File: src/hw/multicomp_pkg.sv
// Option word layout and baud table must match the host menu order, and baud codes 6 and 7 fall back to 115200
package multicomp_pkg;

	// ==============================
	// Option word layout
	// ==============================
	localparam int opt_width = 32;

	// Host reset request
	localparam int opt_reset_bit = 0;
	// Core choice is two bits wide
	localparam int opt_cpu_lsb = 7;
	// Baud choice is three bits wide
	localparam int opt_baud_lsb = 9;
	// Serial port, 0 console and 1 user port
	localparam int opt_port_bit = 12;
	// Storage controller, 0 core SD and 1 image controller
	localparam int opt_store_bit = 13;
	// RTS/CTS enable
	localparam int opt_flow_bit = 14;
	// Reset the system when an image is mounted
	localparam int opt_mount_reset_bit = 15;

	// ==============================
	// Core codes
	// ==============================
	localparam int num_cores = 4;

	localparam logic [1:0] cpu_z80_cpm    = 2'd0;
	localparam logic [1:0] cpu_z80_basic  = 2'd1;
	localparam logic [1:0] cpu_6502_basic = 2'd2;
	localparam logic [1:0] cpu_6809_basic = 2'd3;

	// ==============================
	// Baud codes and increments
	// ==============================
	localparam int baud_inc_width = 16;

	localparam logic [2:0] baud_115200 = 3'd0;
	localparam logic [2:0] baud_38400  = 3'd1;
	localparam logic [2:0] baud_19200  = 3'd2;
	localparam logic [2:0] baud_9600   = 3'd3;
	localparam logic [2:0] baud_4800   = 3'd4;
	localparam logic [2:0] baud_2400   = 3'd5;

	// Phase increment per code, unused codes run at 115200
	localparam logic [baud_inc_width-1:0] baud_inc_table [8] = '{
		16'd2416, 16'd805, 16'd403, 16'd201,
		16'd101, 16'd50, 16'd2416, 16'd2416
	};

endpackage

File: src/hw/option_decode.sv
// Assumes option_word is held steady by the host between updates and treats any nonzero img_size as a usable image
`timescale 1ns/10ps

module option_decode
	import multicomp_pkg::*;
(
	input  logic                      clk_sys,
	input  logic                      reset,
	input  logic [opt_width-1:0]      option_word,
	input  logic                      user_button,
	input  logic                      img_mounted,
	input  logic [63:0]               img_size,
	output logic [1:0]                core_sel,
	output logic [baud_inc_width-1:0] baud_inc,
	output logic                      port_user,
	output logic                      flow_en,
	output logic                      store_img,
	output logic                      sys_reset,
	output logic                      vsd_sel
);

	logic [2:0] baud_code;

	// ==============================
	// Option fields
	// ==============================
	assign core_sel  = option_word[opt_cpu_lsb +: 2];
	assign baud_code = option_word[opt_baud_lsb +: 3];
	assign port_user = option_word[opt_port_bit];
	assign flow_en   = option_word[opt_flow_bit];
	assign store_img = option_word[opt_store_bit];

	// Baud code to phase increment
	assign baud_inc = baud_inc_table[baud_code];

	// ==============================
	// Reset sources
	// ==============================
	// Board reset, host menu reset, user button
	// Mount reset only fires while an image is being mounted
	assign sys_reset = reset
		| option_word[opt_reset_bit]
		| user_button
		| (option_word[opt_mount_reset_bit] & img_mounted);

	// ==============================
	// Virtual card select
	// ==============================
	// Sampled on the mount strobe
	// An empty image hands the bus back to the physical card
	always_ff @(posedge clk_sys) begin
		if (reset) begin
			vsd_sel <= 1'b0;
		end else if (img_mounted) begin
			vsd_sel <= |img_size;
		end
	end

endmodule

File: src/hw/core_select.sv
// Purely combinational and assumes unselected cores keep their outputs at defined levels while held in reset
`timescale 1ns/10ps

module core_select
	import multicomp_pkg::*;
(
	input  logic [1:0]             core_sel,
	input  logic                   sys_reset,
	output logic [num_cores-1:0]   core_run,
	output logic [num_cores-1:0]   core_reset,
	input  logic [num_cores-1:0]   core_pix_ce,
	input  logic [num_cores-1:0]   core_hs,
	input  logic [num_cores-1:0]   core_vs,
	input  logic [num_cores-1:0]   core_hblank,
	input  logic [num_cores-1:0]   core_vblank,
	input  logic [num_cores-1:0]   core_txd,
	input  logic [num_cores-1:0]   core_rts,
	input  logic [num_cores-1:0]   core_sd_cs,
	input  logic [num_cores-1:0]   core_sd_mosi,
	input  logic [num_cores-1:0]   core_sd_sck,
	input  logic [num_cores-1:0]   core_led,
	input  logic [num_cores*2-1:0] core_r,
	input  logic [num_cores*2-1:0] core_g,
	input  logic [num_cores*2-1:0] core_b,
	output logic                   pix_ce,
	output logic                   hs,
	output logic                   vs,
	output logic                   hblank,
	output logic                   vblank,
	output logic [7:0]             vga_r,
	output logic [7:0]             vga_g,
	output logic [7:0]             vga_b,
	output logic                   sel_txd,
	output logic                   sel_rts,
	output logic                   sel_sd_cs,
	output logic                   sel_sd_mosi,
	output logic                   sel_sd_sck,
	output logic                   sel_led
);

	// Bit offset of the selected core in the packed colour vectors
	logic [2:0] col_base;

	assign col_base = {core_sel, 1'b0};

	// ==============================
	// Run enable and resets
	// ==============================
	// Only the chosen core advances
	assign core_run = num_cores'(1) << core_sel;

	// Idle cores stay in reset, all cores during system reset
	assign core_reset = sys_reset ? '1 : ~core_run;

	// ==============================
	// Video
	// ==============================
	assign pix_ce = core_pix_ce[core_sel];
	assign hs     = core_hs[core_sel];
	assign vs     = core_vs[core_sel];
	assign hblank = core_hblank[core_sel];
	assign vblank = core_vblank[core_sel];

	// Two bit colour repeated to fill eight bits
	assign vga_r = {4{core_r[col_base +: 2]}};
	assign vga_g = {4{core_g[col_base +: 2]}};
	assign vga_b = {4{core_b[col_base +: 2]}};

	// ==============================
	// Serial and SD toward the routers
	// ==============================
	assign sel_txd     = core_txd[core_sel];
	assign sel_rts     = core_rts[core_sel];
	assign sel_sd_cs   = core_sd_cs[core_sel];
	assign sel_sd_mosi = core_sd_mosi[core_sel];
	assign sel_sd_sck  = core_sd_sck[core_sel];
	assign sel_led     = core_led[core_sel];

endmodule

File: src/hw/serial_router.sv
// User port pins follow the board pinout with RX on bit 0 and CTS on bit 3, and CTS stays low until the start-up count expires
`timescale 1ns/10ps

module serial_router #(
	parameter logic [23:0] init_timeout = 24'd50000
) (
	input  logic       clk_sys,
	input  logic       sys_reset,
	input  logic       port_user,
	input  logic       flow_en,
	input  logic       sel_txd,
	input  logic       sel_rts,
	input  logic       uart_rxd,
	input  logic       uart_cts,
	input  logic [6:0] user_in,
	output logic       core_rxd,
	output logic       core_cts,
	output logic       uart_txd,
	output logic       uart_rts,
	output logic [6:0] user_out
);

	logic [23:0] init_cnt;
	logic        init_done;
	logic        user_flow;
	logic        cts_mux;

	// ==============================
	// Start-up hold-off
	// ==============================
	// Counts up once after reset and then parks
	// Done rises init_timeout+1 edges into the first run cycle
	always_ff @(posedge clk_sys) begin
		if (sys_reset) begin
			init_cnt  <= '0;
			init_done <= 1'b0;
		end else if (!init_done) begin
			if (init_cnt == init_timeout) begin
				init_done <= 1'b1;
			end else begin
				init_cnt <= init_cnt + 24'd1;
			end
		end
	end

	// ==============================
	// Receive side
	// ==============================
	assign core_rxd = port_user ? user_in[0] : uart_rxd;

	// CTS from the active port only
	assign cts_mux = port_user ? user_in[3] : uart_cts;

	// Held low without flow control or before the hold-off ends
	assign core_cts = flow_en & init_done & cts_mux;

	// ==============================
	// Transmit side
	// ==============================
	// Idle port lines rest high
	assign uart_txd = port_user ? 1'b1 : sel_txd;
	assign uart_rts = (port_user | ~flow_en) ? 1'b1 : sel_rts;

	// Handshake on the user port
	assign user_flow = port_user & flow_en;

	// Bit 0 and bit 3 release the open-drain pins used as inputs
	assign user_out = {
		3'b000,
		user_flow,
		user_flow ? sel_rts : 1'b1,
		port_user ? sel_txd : 1'b1,
		port_user
	};

endmodule

File: src/hw/storage_router.sv
// Assumes the SD bus runs on clk_sys so MOSI and MISO edges can be sampled directly for the activity LED
`timescale 1ns/10ps

module storage_router #(
	parameter int unsigned act_hold = 1000000
) (
	input  logic       clk_sys,
	input  logic       reset,
	input  logic       store_img,
	input  logic       vsd_sel,
	input  logic       sel_sd_cs,
	input  logic       sel_sd_mosi,
	input  logic       sel_sd_sck,
	input  logic       sel_led,
	input  logic       img_sd_cs,
	input  logic       img_sd_mosi,
	input  logic       img_sd_sck,
	input  logic       img_led,
	input  logic       vsd_miso,
	input  logic       sd_miso,
	output logic       sd_sck,
	output logic       sd_mosi,
	output logic       sd_cs,
	output logic       sd_oe,
	output logic       vsd_ss,
	output logic       core_sd_miso,
	output logic       led_user,
	output logic [1:0] led_disk
);

	localparam int act_width = $clog2(act_hold + 1);

	logic                 sck_mux;
	logic                 mosi_mux;
	logic                 cs_mux;
	logic                 led_mux;
	logic                 miso_mux;
	logic                 mosi_q;
	logic                 miso_q;
	logic                 bus_change;
	logic [act_width-1:0] act_cnt;
	logic                 sd_act;

	// ==============================
	// Controller select
	// ==============================
	// Image controller or the selected core's SD controller
	assign {sck_mux, mosi_mux, cs_mux, led_mux} = store_img
		? {img_sd_sck, img_sd_mosi, img_sd_cs, img_led}
		: {sel_sd_sck, sel_sd_mosi, sel_sd_cs, sel_led};

	// Virtual card answers once an image is mounted
	assign miso_mux = vsd_sel ? vsd_miso : sd_miso;

	assign sd_sck       = sck_mux;
	assign sd_mosi      = mosi_mux;
	assign sd_cs        = cs_mux;
	assign core_sd_miso = miso_mux;

	// Pins stay driven for the core controller or a virtual card
	assign sd_oe = vsd_sel | ~store_img;

	// Virtual card deselected when no image is present
	assign vsd_ss = cs_mux | ~vsd_sel;

	// ==============================
	// Bus activity
	// ==============================
	// Previous cycle of each data line
	always_ff @(posedge clk_sys) begin
		mosi_q <= mosi_mux;
		miso_q <= miso_mux;
	end

	assign bus_change = (mosi_q ^ mosi_mux) | (miso_q ^ miso_mux);

	// Any edge restarts the hold window
	// Counter saturates at act_hold when the bus is quiet
	always_ff @(posedge clk_sys) begin
		if (reset) begin
			act_cnt <= act_width'(act_hold);
			sd_act  <= 1'b0;
		end else begin
			sd_act <= (act_cnt < act_width'(act_hold));
			if (bus_change) begin
				act_cnt <= '0;
			end else if (act_cnt < act_width'(act_hold)) begin
				act_cnt <= act_cnt + 1'b1;
			end
		end
	end

	// LEDs
	assign led_user = vsd_sel & sd_act;
	assign led_disk = {2{~led_mux}};

endmodule

File: src/hw/multicomp_glue.sv
// Board glue only, so the cores, image controller and virtual card sit outside and connect through these ports
`timescale 1ns/10ps

module multicomp_glue
	import multicomp_pkg::*;
#(
	parameter logic [23:0] init_timeout = 24'd50000,
	parameter int unsigned act_hold     = 1000000
) (
	input  logic                      clk_sys,
	input  logic                      reset,
	// Host options and image mount
	input  logic [opt_width-1:0]      option_word,
	input  logic                      user_button,
	input  logic                      img_mounted,
	input  logic [63:0]               img_size,
	// Core control
	output logic [num_cores-1:0]      core_run,
	output logic [num_cores-1:0]      core_reset,
	output logic [baud_inc_width-1:0] baud_inc,
	// Core outputs
	input  logic [num_cores-1:0]      core_pix_ce,
	input  logic [num_cores-1:0]      core_hs,
	input  logic [num_cores-1:0]      core_vs,
	input  logic [num_cores-1:0]      core_hblank,
	input  logic [num_cores-1:0]      core_vblank,
	input  logic [num_cores-1:0]      core_txd,
	input  logic [num_cores-1:0]      core_rts,
	input  logic [num_cores-1:0]      core_sd_cs,
	input  logic [num_cores-1:0]      core_sd_mosi,
	input  logic [num_cores-1:0]      core_sd_sck,
	input  logic [num_cores-1:0]      core_led,
	input  logic [num_cores*2-1:0]    core_r,
	input  logic [num_cores*2-1:0]    core_g,
	input  logic [num_cores*2-1:0]    core_b,
	// Video
	output logic                      pix_ce,
	output logic                      hs,
	output logic                      vs,
	output logic                      hblank,
	output logic                      vblank,
	output logic [7:0]                vga_r,
	output logic [7:0]                vga_g,
	output logic [7:0]                vga_b,
	// Serial
	input  logic                      uart_rxd,
	input  logic                      uart_cts,
	input  logic [6:0]                user_in,
	output logic                      core_rxd,
	output logic                      core_cts,
	output logic                      uart_txd,
	output logic                      uart_rts,
	output logic [6:0]                user_out,
	// Storage
	input  logic                      img_sd_cs,
	input  logic                      img_sd_mosi,
	input  logic                      img_sd_sck,
	input  logic                      img_led,
	input  logic                      vsd_miso,
	input  logic                      sd_miso,
	output logic                      sd_sck,
	output logic                      sd_mosi,
	output logic                      sd_cs,
	output logic                      sd_oe,
	output logic                      vsd_ss,
	output logic                      core_sd_miso,
	output logic                      led_user,
	output logic [1:0]                led_disk
);

	logic [1:0] core_sel;
	logic       port_user;
	logic       flow_en;
	logic       store_img;
	logic       sys_reset;
	logic       vsd_sel;
	logic       sel_txd;
	logic       sel_rts;
	logic       sel_sd_cs;
	logic       sel_sd_mosi;
	logic       sel_sd_sck;
	logic       sel_led;

	// ==============================
	// Options and reset
	// ==============================
	option_decode u_option_decode (
		.clk_sys     (clk_sys),
		.reset       (reset),
		.option_word (option_word),
		.user_button (user_button),
		.img_mounted (img_mounted),
		.img_size    (img_size),
		.core_sel    (core_sel),
		.baud_inc    (baud_inc),
		.port_user   (port_user),
		.flow_en     (flow_en),
		.store_img   (store_img),
		.sys_reset   (sys_reset),
		.vsd_sel     (vsd_sel)
	);

	// ==============================
	// Core mux
	// ==============================
	core_select u_core_select (
		.core_sel     (core_sel),
		.sys_reset    (sys_reset),
		.core_run     (core_run),
		.core_reset   (core_reset),
		.core_pix_ce  (core_pix_ce),
		.core_hs      (core_hs),
		.core_vs      (core_vs),
		.core_hblank  (core_hblank),
		.core_vblank  (core_vblank),
		.core_txd     (core_txd),
		.core_rts     (core_rts),
		.core_sd_cs   (core_sd_cs),
		.core_sd_mosi (core_sd_mosi),
		.core_sd_sck  (core_sd_sck),
		.core_led     (core_led),
		.core_r       (core_r),
		.core_g       (core_g),
		.core_b       (core_b),
		.pix_ce       (pix_ce),
		.hs           (hs),
		.vs           (vs),
		.hblank       (hblank),
		.vblank       (vblank),
		.vga_r        (vga_r),
		.vga_g        (vga_g),
		.vga_b        (vga_b),
		.sel_txd      (sel_txd),
		.sel_rts      (sel_rts),
		.sel_sd_cs    (sel_sd_cs),
		.sel_sd_mosi  (sel_sd_mosi),
		.sel_sd_sck   (sel_sd_sck),
		.sel_led      (sel_led)
	);

	// ==============================
	// Serial and storage routing
	// ==============================
	serial_router #(
		.init_timeout (init_timeout)
	) u_serial_router (
		.clk_sys   (clk_sys),
		.sys_reset (sys_reset),
		.port_user (port_user),
		.flow_en   (flow_en),
		.sel_txd   (sel_txd),
		.sel_rts   (sel_rts),
		.uart_rxd  (uart_rxd),
		.uart_cts  (uart_cts),
		.user_in   (user_in),
		.core_rxd  (core_rxd),
		.core_cts  (core_cts),
		.uart_txd  (uart_txd),
		.uart_rts  (uart_rts),
		.user_out  (user_out)
	);

	// Activity timer runs from the board reset
	storage_router #(
		.act_hold (act_hold)
	) u_storage_router (
		.clk_sys      (clk_sys),
		.reset        (reset),
		.store_img    (store_img),
		.vsd_sel      (vsd_sel),
		.sel_sd_cs    (sel_sd_cs),
		.sel_sd_mosi  (sel_sd_mosi),
		.sel_sd_sck   (sel_sd_sck),
		.sel_led      (sel_led),
		.img_sd_cs    (img_sd_cs),
		.img_sd_mosi  (img_sd_mosi),
		.img_sd_sck   (img_sd_sck),
		.img_led      (img_led),
		.vsd_miso     (vsd_miso),
		.sd_miso      (sd_miso),
		.sd_sck       (sd_sck),
		.sd_mosi      (sd_mosi),
		.sd_cs        (sd_cs),
		.sd_oe        (sd_oe),
		.vsd_ss       (vsd_ss),
		.core_sd_miso (core_sd_miso),
		.led_user     (led_user),
		.led_disk     (led_disk)
	);

endmodule

File: config.mk
export PLATFORM = sky130hd
export DESIGN_NAME = multicomp_glue
export DESIGN_NICKNAME = d
export VERILOG_FILES = /design/src/hw/multicomp_pkg.sv /design/src/hw/option_decode.sv /design/src/hw/core_select.sv /design/src/hw/serial_router.sv /design/src/hw/storage_router.sv /design/src/hw/multicomp_glue.sv
export SDC_FILE = /design/constraint.sdc
export NUM_CORES = 1
export LEC_CHECK = 0
export ABC_CLOCK_PERIOD_IN_PS = 2300
export BUFFER_PORTS_ARGS = -buffer_cell sky130_fd_sc_hd__buf_2
export CAP_MARGIN = 25
export CORE_AREA = 3 3 100 102
export DETAILED_ROUTE_END_ITERATION = 10
export DIE_AREA = 0 0 103 105
export PLACE_DENSITY = 0.76
export REMOVE_ABC_BUFFERS = 1
export SLEW_MARGIN = 20
export SYNTH_ARGS = -nofsm -noshare
export SYNTH_HDL_FRONTEND = slang
export SYNTH_SLANG_ARGS = --single-unit
File: constraint.sdc
create_clock -name clk_sys -period 2.3 [get_ports clk_sys]
set_clock_uncertainty 0.2 [all_clocks]
set_input_delay 0.115 -clock clk_sys [delete_from_list [all_inputs] [get_ports clk_sys]]
set_output_delay 0.115 -clock clk_sys [all_outputs]
set_load 0.03 [all_outputs]
## Word-level counts from Yosys, hierarchy flattened

Memory sizes are Yosys's and may differ from the RTL's.
Index checks and enable logic that the tools add are counted.

- Flip-flop bits (word level): 49
- ROM bits: 128
- Input bits: 183
- Logic and storage cells: 82
- Memories: 1

- Add/subtract/negate cells: 2
- $lt $le $gt $ge: 3
- Equal/unequal tests: 1
- Shifts and indexed selects: 4
- Muxes and demuxes: 37
- Bitwise gates (word level): 22
- Reductions and logical operators: 4

Memories:

| memory | depth | width | rd ports | clocked after memory_dff | wr ports | RTL line | RTL |
|---|---|---|---|---|---|---|---|
| (no name shown) | 8 | 16 | 1 | 0 | 0 | option_decode.sv:34 | `assign baud_inc = baud_inc_table[baud_code];` |

Operators with widths:

| kind | number |
|---|---|
| 64-bit OR reduction | 1 |
| 20-bit two-way mux | 2 |
| 16-bit two-way mux | 2 |
| 24-bit by 1-bit adder with 24-bit output, second input constant | 1 |
| 24-bit by 16-bit equality test with 1-bit output, second input constant | 1 |
| 8-bit by 4-bit variable part select with 2-bit output | 3 |
| 1-bit binary-select mux with 2-bit select | 11 |
| 20-bit by 1-bit adder with 20-bit output, second input constant | 1 |
| 20-bit less-than comparator, second input constant | 1 |
| 1-bit two-way mux | 20 |
| 4-bit two-way mux | 2 |
| 1-bit bitwise OR | 7 |
| 1-bit NOT | 6 |
| 1-bit bitwise AND | 5 |
| 4-bit greater-or-equal comparator, second input constant | 1 |
| 3-bit NOT with 4-bit output | 1 |
| 4-bit NOT | 1 |
| 1-bit by 2-bit left shift with 4-bit output, first input constant | 1 |
| 2-bit by 3-bit less-than comparator with 1-bit output, second input constant | 1 |
| 2-bit AND reduction | 1 |
| 2-bit nonzero test | 1 |
| 2-bit OR reduction | 1 |
| 1-bit XOR | 2 |

## Longest topological paths before layout

Gate-level depths: netlist of the first run.

- Depth in word-level cells: 6
- Mapped depth: 7
- Mapped depth without buffers: 7

## Modules after synthesis

Synthesis of the first run repeated with hierarchy kept, for this count alone.

- Cells, all modules: 405
- Area total of the unflattened synthesis: 3747.3 um2

Modules (own cells, without submodules):

| module | times used | cells each | area an instance (um2) | seq. area each (um2) |
|---|---|---|---|---|
| serial_router | 1 | 162 | 1403.8 | 500.5 |
| storage_router | 1 | 134 | 1249.9 | 460.4 |
| core_select | 1 | 49 | 643.1 | 0.0 |
| option_decode | 1 | 60 | 450.4 | 20.0 |

## Worst setup path after synthesis of the first run

No wires, ideal clock.

- Path kind: input-to-output
- Start point: in option_word[7]
- End point: out led_disk[1]
- Arrival time: 1719 ps
- Data required time: 1985 ps
- Setup slack: 266 ps
- Stages: 4
- Cells stage by stage: buf_2 mux4_2 mux2i_1 buf_4

- Word-level cells in the longest chain between the ends: 4

Ends and longest elaborated chain:

| what | RTL line | RTL |
|---|---|---|
| from (decl) | multicomp_glue.sv:13 | `input logic [opt_width-1:0] option_word,` |
| 1-bit binary-select mux with 2-bit select | core_select.sv:77 | `assign sel_led = core_led[core_sel];` |
| 1-bit two-way mux (not written as such) | core_select.sv:77 |  |
| 4-bit two-way mux | storage_router.sv:49 | `? {img_sd_sck, img_sd_mosi, img_sd_cs, img_led}` |
| 1-bit NOT | storage_router.sv:95 | `assign led_disk = {2{~led_mux}};` |
| to (decl) | multicomp_glue.sv:68 | `output logic [1:0] led_disk` |

Every way passes these cells. The select of a mux whose other input is x is not followed.

## Worst setup path after layout of the first run

- Start point: reg u_serial_router.init_cnt[0]
- End point: reg u_serial_router.init_cnt[5]

- Word-level cells in the longest chain between the ends: 3

Ends and longest elaborated chain:

| what | RTL line | RTL |
|---|---|---|
| from (decl) | serial_router.sv:23 | `logic [23:0] init_cnt;` |
| from (signal assigned) | serial_router.sv:41 | `init_cnt <= init_cnt + 24'd1;` |
| branches (longest 3 deep; another with 24-bit by 1-bit adder with 24-bit output) | n/a |  |

Several ways; the timed one is not identified.
A chain may end at the register's enable or synchronous reset.

==> results of run 1 <==
-- final timing paths --
kind                                            start                                       end  slack (ns)  cells past startpoint
max          u_serial_router.init_cnt[0]$_SDFFE_PP0P_  u_serial_router.init_cnt[5]$_SDFFE_PP0P_        0.15                      7
min                                      img_size[62]      u_option_decode.vsd_sel$_SDFFE_PP0P_        0.06                      6
max reg2reg  u_serial_router.init_cnt[0]$_SDFFE_PP0P_  u_serial_router.init_cnt[5]$_SDFFE_PP0P_        0.15                      7
min reg2reg  u_serial_router.init_cnt[9]$_SDFFE_PP0P_  u_serial_router.init_cnt[9]$_SDFFE_PP0P_        0.30                      2
-- final cells by class --
| type | instances | share of cell area (%) |
|---|---|---|
| multi-input cells | 302 | 47.34 |
| repair buffers | 239 | 26.54 |
| flip-flops and latches | 49 | 20.48 |
| inverters | 13 | 1.019 |
| well taps | 111 | 2.900 |
| clock inverters | 2 | 0.2090 |
| clock buffers | 6 | 1.515 |
-- synthesized netlist by cell type, types with 2 or more instances --
cell type and number:
mux2i_1 7, ha_1 9, a211oi_1 3, nor4_1 19, or3_1 3, o31ai_1 3
dfxtp_1 49, and3_1 4, buf_2 5, nor4b_1 2, or2_2 2, nand4_1 17
o211ai_1 2, nand3b_1 2, and4_1 6, nand2b_1 7, nand3_1 15, mux2_2 6
nor2b_1 5, buf_4 29, inv_1 13, xnor2_1 21, and2_1 6, nand2_1 33
a2111oi_2 2, mux4_2 17, xor2_1 8, a21oi_1 20, nor2_1 27, clkbuf_1 8
nor3_1 7, nor2_2 10, or4_1 3, a31o_2 2, o21ai_0 10
-- state kept, by name, summed over array words and instances, names as in the netlist --
register,flops
u_storage_router.mosi_q,1
u_storage_router.act_cnt,20
u_serial_router.init_done,1
u_option_decode.vsd_sel,1
u_storage_router.sd_act,1
u_storage_router.miso_q,1
u_serial_router.init_cnt,24
-- what timing repair did --
action / 4_1_cts / 5_1_grt
endpoints found under the hold margin: 4 / 0
setup endpoints to repair: 0 / 4
resized for setup: 0 / 2
buffers inserted: 0 / 0
hold buffers: 11 / 0
-- logic make-up after synthesis --
| group | count (synthesis) | share of synthesized area (%) |
|---|---|---|
| buf+inv | 57 | 9.488 |
| compound gates | 52 | 9.877 |
| mux | 31 | 15.10 |
| fa+ha+maj | 9 | 3.175 |
| simple gates | 172 | 26.67 |
| flops | 49 | 27.65 |
| xor+xnor | 30 | 7.937 |
| other cells | 1 | 0.1057 |
-- worst reg2reg max path: cells and delay by family, from the launching register on --
kind                     cells  cell delay (ns)
AO/OA/AOI/OAI                1             0.37
buffers and inverters        1             0.07
AND/OR/NAND/NOR              3             0.66
multiplexers                 1             0.18
flip-flops                   1             0.41
adder cells (fa/ha/maj)      1             0.20
-- layer usage --
metal,routed length (microns),up-vias,global-route usage (%)
li1,-,1849,-
met1,4890,1803,27.74
met2,6472,193,40.01
met3,1035,20,5.007
met4,203,0,5.920
met5,0,-,0
-- power groups by stage --
stage               Combinational, mW  Sequential, mW  Clock (mW)
floorplan                       0.399           0.907           0
global placement                0.690           0.910           0
detailed placement              0.702           0.912           0
CTS                             0.719           0.892       0.514
global route                    0.764           0.896       0.556
finish                          0.718           0.893       0.501
-- stage by stage --
stage                     instance area, sq um  worst slack (ns)
after floorplan                           3286           0.01653
after global placement                    4591            0.2082
after detailed placement                  4591           0.05671
after CTS                                 4783           0.02684
after global routing                      4790           0.01907
final                                     4790            0.1461
==> flow_metrics.py, run 1 <==
metrics = {
    "detailed_routing": {
        "drtPass1Iterations": 6,
        "vias": 3865,
        "avgViaCountPerCell": 5.353,
        "avgRoutedWirePerCell_microns": 17.45,
        "wl_microns": 12600,
        "drc": 0,
        "drt_iter0_drc": 174,
        "route.antenna.remaining_nets": 0,
    },
    "synth": {
        "synth-seq-area-share_pct": 27.65,
        "yosys.area.top_type": "dfxtp_1",
        "ys_ff_latch": 49,
        "async_reset_ff_share_pct": 0,
        "synth_ff_type": "dfxtp_1",
        "synth_top_area_share_pct": 27.65,
        "yosysWarnings": 0,
        "synth_area_leaders": "dfxtp_1 28%, mux4_2 11%, buf_4 6.1%",
        "synth.distinct_cells": 54,
        "synthCells": 401,
        "avgSynthCellArea_sq_um": 8.846,
        "synth_edf_count": 0,
        "synth_area_sq_mm": 0.003547,
    },
    "cells_and_area": {
        "fin_nets": 802,
        "utilization_pct": 52.08,
        "final_cell_mix": "220 x buf_2, 49 x dfxtp_1, 33 x nand2_1",
        "area_growth_pct": 35.03,
        "ff_latch_area_sq_um": 980.9,
        "fillCellCount": 864,
        "final_common_cell": "buf_2",
        "drive_above_1_share_pct": 46.15,
        "antenna_cells": 0,
        "multiInputGateArea_sq_mm": 0.002267,
        "layout.cells.non_filler": 722,
    },
    "floorplan": {
        "core_sq_mm": 0.009196,
        "die_h_microns": 105,
        "dieArea_sq_mm": 0.01082,
        "start_util_pct": 38.57,
        "die_w_microns": 103,
        "ioPinCount": 256,
        "std_cell_rows": 35,
    },
    "power_and_ir_drop": {
        "swShare_pct": 35.25,
        "clockPowerShare_pct": 23.7,
        "intPower_mw": 1.367,
        "power_mw": 2.112,
        "vdd_drop_max_v": 0.0002549,
        "power_density_mw_per_mm2": 440.9,
        "power_frac_comb_pct": 34.0,
        "p_sw_mw": 0.7443,
        "p_leak_nw": 2.079,
        "seqPwrFrac_pct": 42.3,
    },
    "clocking": {
        "cts-root-buf": "clkbuf_8",
        "tritoncts": "built",
        "h-tree-depth": 2,
        "clk_pin_slew_ns": 0.09,
        "numCtsBuffers": 5,
        "clock_latency_ns": 0.31,
        "clk_path_buf_depth": 2,
        "clock-sinks": 49,
    },
    "timing": {
        "finalSetupViolCount": 0,
        "rsz0062_at_grt": "no",
        "hold_viol_final": 0,
        "finalMaxSlewViolations": 0,
        "max_freq_ghz": 0.4643,
        "maxSlewHeadroom_pct": 64.99,
        "hold_ws_ns": 0.05649,
        "fin_crit_ns": 2.154,
        "tightest_slew_ns": 0.5216,
        "min_period_over_period_pct": 93.65,
        "fin_setup_tns_ns": 0,
    },
    "setup_path": {
        "arrival_ns": 2.20,
        "worst_path_max_delay_cell": "dfxtp_1",
        "cp.required_ns": 2.34,
        "crit_family": "simple AND/OR/NAND/NOR gates",
        "slowest_delay_ns": 0.41,
        "worst-path-buf-inv": 1,
        "cp-end-kind": "register",
        "critPathMaxFanout": 5,
        "crit_chain": "inv_1 -> ha_1 -> and3b_1 -> and4_1 -> a211oi_2 -> and3_1 -> mux2i_1",
        "startpoint_type": "register",
        "worst-setup-path-type": "reg2reg",
    },
    "place": {
        "dp.cells": 703,
        "port_buffers": 220,
        "place_congestion": 0.9405,
        "hpwl_microns": 10400,
    },
    "outcome": {
        "status": "finished clean",
    },
    "hold_path": {
        "hp-class": "in2reg",
    },
    "grt": {
        "overflow": 0,
        "grt_pass1_wl_microns": 19060,
        "antenna_found_initial": 0,
        "track_usage_pct": 22.82,
        "grt_pass1_vias": 3831,
        "grt_max_degree": 18,
    },
    "run": {
        "maxCapViolCount": 0,
    },
}
(Power assumes the default switching activity.)
==> run 2, diff against run 1 <==
--- a/config.mk
+++ b/config.mk
@@ -8,10 +8,10 @@
 export ABC_CLOCK_PERIOD_IN_PS = 2300
 export BUFFER_PORTS_ARGS = -buffer_cell sky130_fd_sc_hd__buf_2
 export CAP_MARGIN = 25
-export CORE_AREA = 3 3 100 102
+export CORE_AREA = 3 3 99 101
 export DETAILED_ROUTE_END_ITERATION = 10
-export DIE_AREA = 0 0 103 105
-export PLACE_DENSITY = 0.76
+export DIE_AREA = 0 0 102 104
+export PLACE_DENSITY = 0.77
 export REMOVE_ABC_BUFFERS = 1
 export SLEW_MARGIN = 20
 export SYNTH_ARGS = -nofsm -noshare
==> flow_metrics.py, run 2 (same netlist as run 1, synthesis figures left out) <==
metrics = {
    "setup_path": {
        "critPathMaxFanout": 4,
        "rrSetupSlack_ns": 0.19,
        "worst-setup-path-type": "in2reg",
        "reg2reg_to": "u_serial_router.init_cnt[18]$_SDFFE_PP0P_",
        "cp.required_ns": 2.29,
        "worst_path_max_delay_cell": "dlygate4sd3_1",
        "crit_chain": "dlygate4sd3_1 -> buf_2 -> nor4b_2 -> nand4_1 -> nor4_2 -> nand4_1 -> o211a_1 -> dlygate4sd3_1",
        "slowest_delay_ns": 0.54,
        "cp-end-kind": "register",
        "arrival_ns": 2.17,
        "ff2ff_path_depth": 6,
        "rr_startpoint": "u_serial_router.init_cnt[0]$_SDFFE_PP0P_",
        "startpoint_type": "input pin",
        "worst-path-buf-inv": 3,
        "crit_family": "buffers and inverters",
    },
    "timing": {
        "finalMaxSlewViolations": 0,
        "finalSetupViolCount": 0,
        "tightest_slew_ns": 0.4949,
        "hold_viol_final": 0,
        "rsz0062_at_grt": "no",
        "min_period_over_period_pct": 94.72,
        "max_freq_ghz": 0.4590,
        "worst_slack_ns": 0.1215,
        "fin_setup_tns_ns": 0,
        "maxSlewHeadroom_pct": 66.75,
        "fin_crit_ns": 2.178,
    },
    "hold_path": {
        "holdCritStartpoint": "option_word[13]",
        "hold_path_depth": 2,
        "min_to": "u_storage_router.mosi_q$_DFF_P_",
        "hp-class": "in2reg",
    },
    "grt": {
        "track_usage_pct": 21.31,
        "grt_pass1_wl_microns": 18000,
        "grt_max_degree": 17,
        "antenna_found_initial": 1,
        "overflow": 0,
        "grt_pass1_vias": 3667,
    },
    "cells_and_area": {
        "layout.cells.non_filler": 717,
        "regMostFlops": "u_serial_router.init_cnt",
        "largestRegisters": "u_serial_router.init_cnt x24, u_storage_router.act_cnt x20",
        "antenna_cells": 0,
        "largest_register_ffs": 24,
        "final_cell_mix": "220 x buf_2, 49 x dfxtp_1, 33 x nand2_1",
        "utilization_pct": 52.49,
        "fillCellCount": 848,
        "area_growth_pct": 34.78,
        "fin_nets": 798,
        "final_common_cell": "buf_2",
        "drive_above_1_share_pct": 47.03,
    },
    "floorplan": {
        "std_cell_rows": 35,
        "die_w_microns": 102,
        "ioPinCount": 256,
        "core_sq_mm": 0.009109,
        "start_util_pct": 38.94,
        "dieArea_sq_mm": 0.01061,
        "die_h_microns": 104,
    },
    "power_and_ir_drop": {
        "vdd_drop_max_v": 0.0003613,
        "clockPowerShare_pct": 27.0,
        "power_density_mw_per_mm2": 458.1,
        "seqPwrFrac_pct": 40.8,
        "p_sw_mw": 0.7206,
        "p_leak_nw": 2.067,
        "swShare_pct": 32.91,
        "power_frac_comb_pct": 32.2,
        "intPower_mw": 1.469,
    },
    "clocking": {
        "h-tree-depth": 2,
        "clock_latency_ns": 0.30,
        "numCtsBuffers": 5,
        "tritoncts": "built",
        "clock-sinks": 49,
        "clk_pin_slew_ns": 0.08,
        "clk_path_buf_depth": 2,
        "cts-root-buf": "clkbuf_8",
    },
    "detailed_routing": {
        "drt_iter0_drc": 163,
        "avgViaCountPerCell": 5.365,
        "avgRoutedWirePerCell_microns": 16.71,
        "wl_microns": 11980,
        "drc": 0,
        "drtPass1Iterations": 5,
        "route.antenna.remaining_nets": 0,
        "vias": 3847,
    },
    "place": {
        "place_congestion": 0.9301,
        "port_buffers": 220,
        "dp.cells": 704,
        "hpwl_microns": 10060,
        "place_ws_ns": 0.09119,
    },
    "run": {
        "maxCapViolCount": 0,
    },
    "outcome": {
        "status": "finished clean",
    },
}
-- run 2: changes by cell type in the layout (fill, tap and decap cells not counted), sizes merged --
cell         previous run  this run
buf                   228       229
clkinv                  2         1
bufinv                  0         1
clkbuf                  6         5
dlygate4sd3            11         6
-- run 2: routing by layer --
layer | global-route usage [%] | wire, microns | share of wire [%]
met5 | 0 | 10 | 0.083
met4 | 5.436 | 194 | 1.6
met3 | 5.231 | 1224 | 10
met2 | 36.30 | 5859 | 49
met1 | 26.66 | 4695 | 39
-- run 2: repair_timing --
item,CTS,global route
hold buffers,6,0
gates resized for setup,0,4
endpoints found under the setup margin,0,4
buffers inserted,0,0
endpoints found under the hold margin,4,0
-- run 2: metrics by stage --
stage | hold slack (ns) | power (mW) | cell area [sq um]
final | 0.07547 | 2.190 | 4781
after CTS | 0.07608 | 2.212 | 4762
after global placement | 0.1420 | 1.597 | 4598
after global routing | 0.08107 | 2.290 | 4781
after floorplan | -0.01262 | 1.307 | 3286
after detailed placement | 0.1522 | 1.609 | 4598
-- run 2: how the worst max path moves through the flow --
stage / depth (start not counted) / endpoint / start
after floorplan: 2 / core_reset[3] / option_word[15]
after global placement: 7 / u_serial_router.init_cnt[5]$_SDFFE_PP0P_ / u_serial_router.init_cnt[0]$_SDFFE_PP0P_
after detailed placement: 7 / u_serial_router.init_cnt[5]$_SDFFE_PP0P_ / u_serial_router.init_cnt[0]$_SDFFE_PP0P_
after CTS: 8 / u_option_decode.vsd_sel$_SDFFE_PP0P_ / img_mounted
after global routing: 8 / u_option_decode.vsd_sel$_SDFFE_PP0P_ / img_mounted
final: 8 / u_option_decode.vsd_sel$_SDFFE_PP0P_ / img_mounted
-- run 2: cell type report --
class	instances	area, sq um	share of cell area (%)
multi-input cells	302	2280	47.68
repair buffers	235	1229	25.70
flip-flops and latches	49	980.9	20.52
well taps	111	138.9	2.905
clock buffers	5	68.82	1.439
inverters	13	48.80	1.021
clock inverters	2	35.03	0.7328
-- run 2: power by group through the flow --
stage	clock network, mW	registers (mW)	logic [mW]
5_1_grt	0.643	0.896	0.751
3_5_place_dp	0	0.912	0.697
6_report	0.591	0.893	0.706
4_1_cts	0.610	0.892	0.710
2_1_floorplan	0	0.907	0.399
3_3_place_gp	0	0.910	0.687
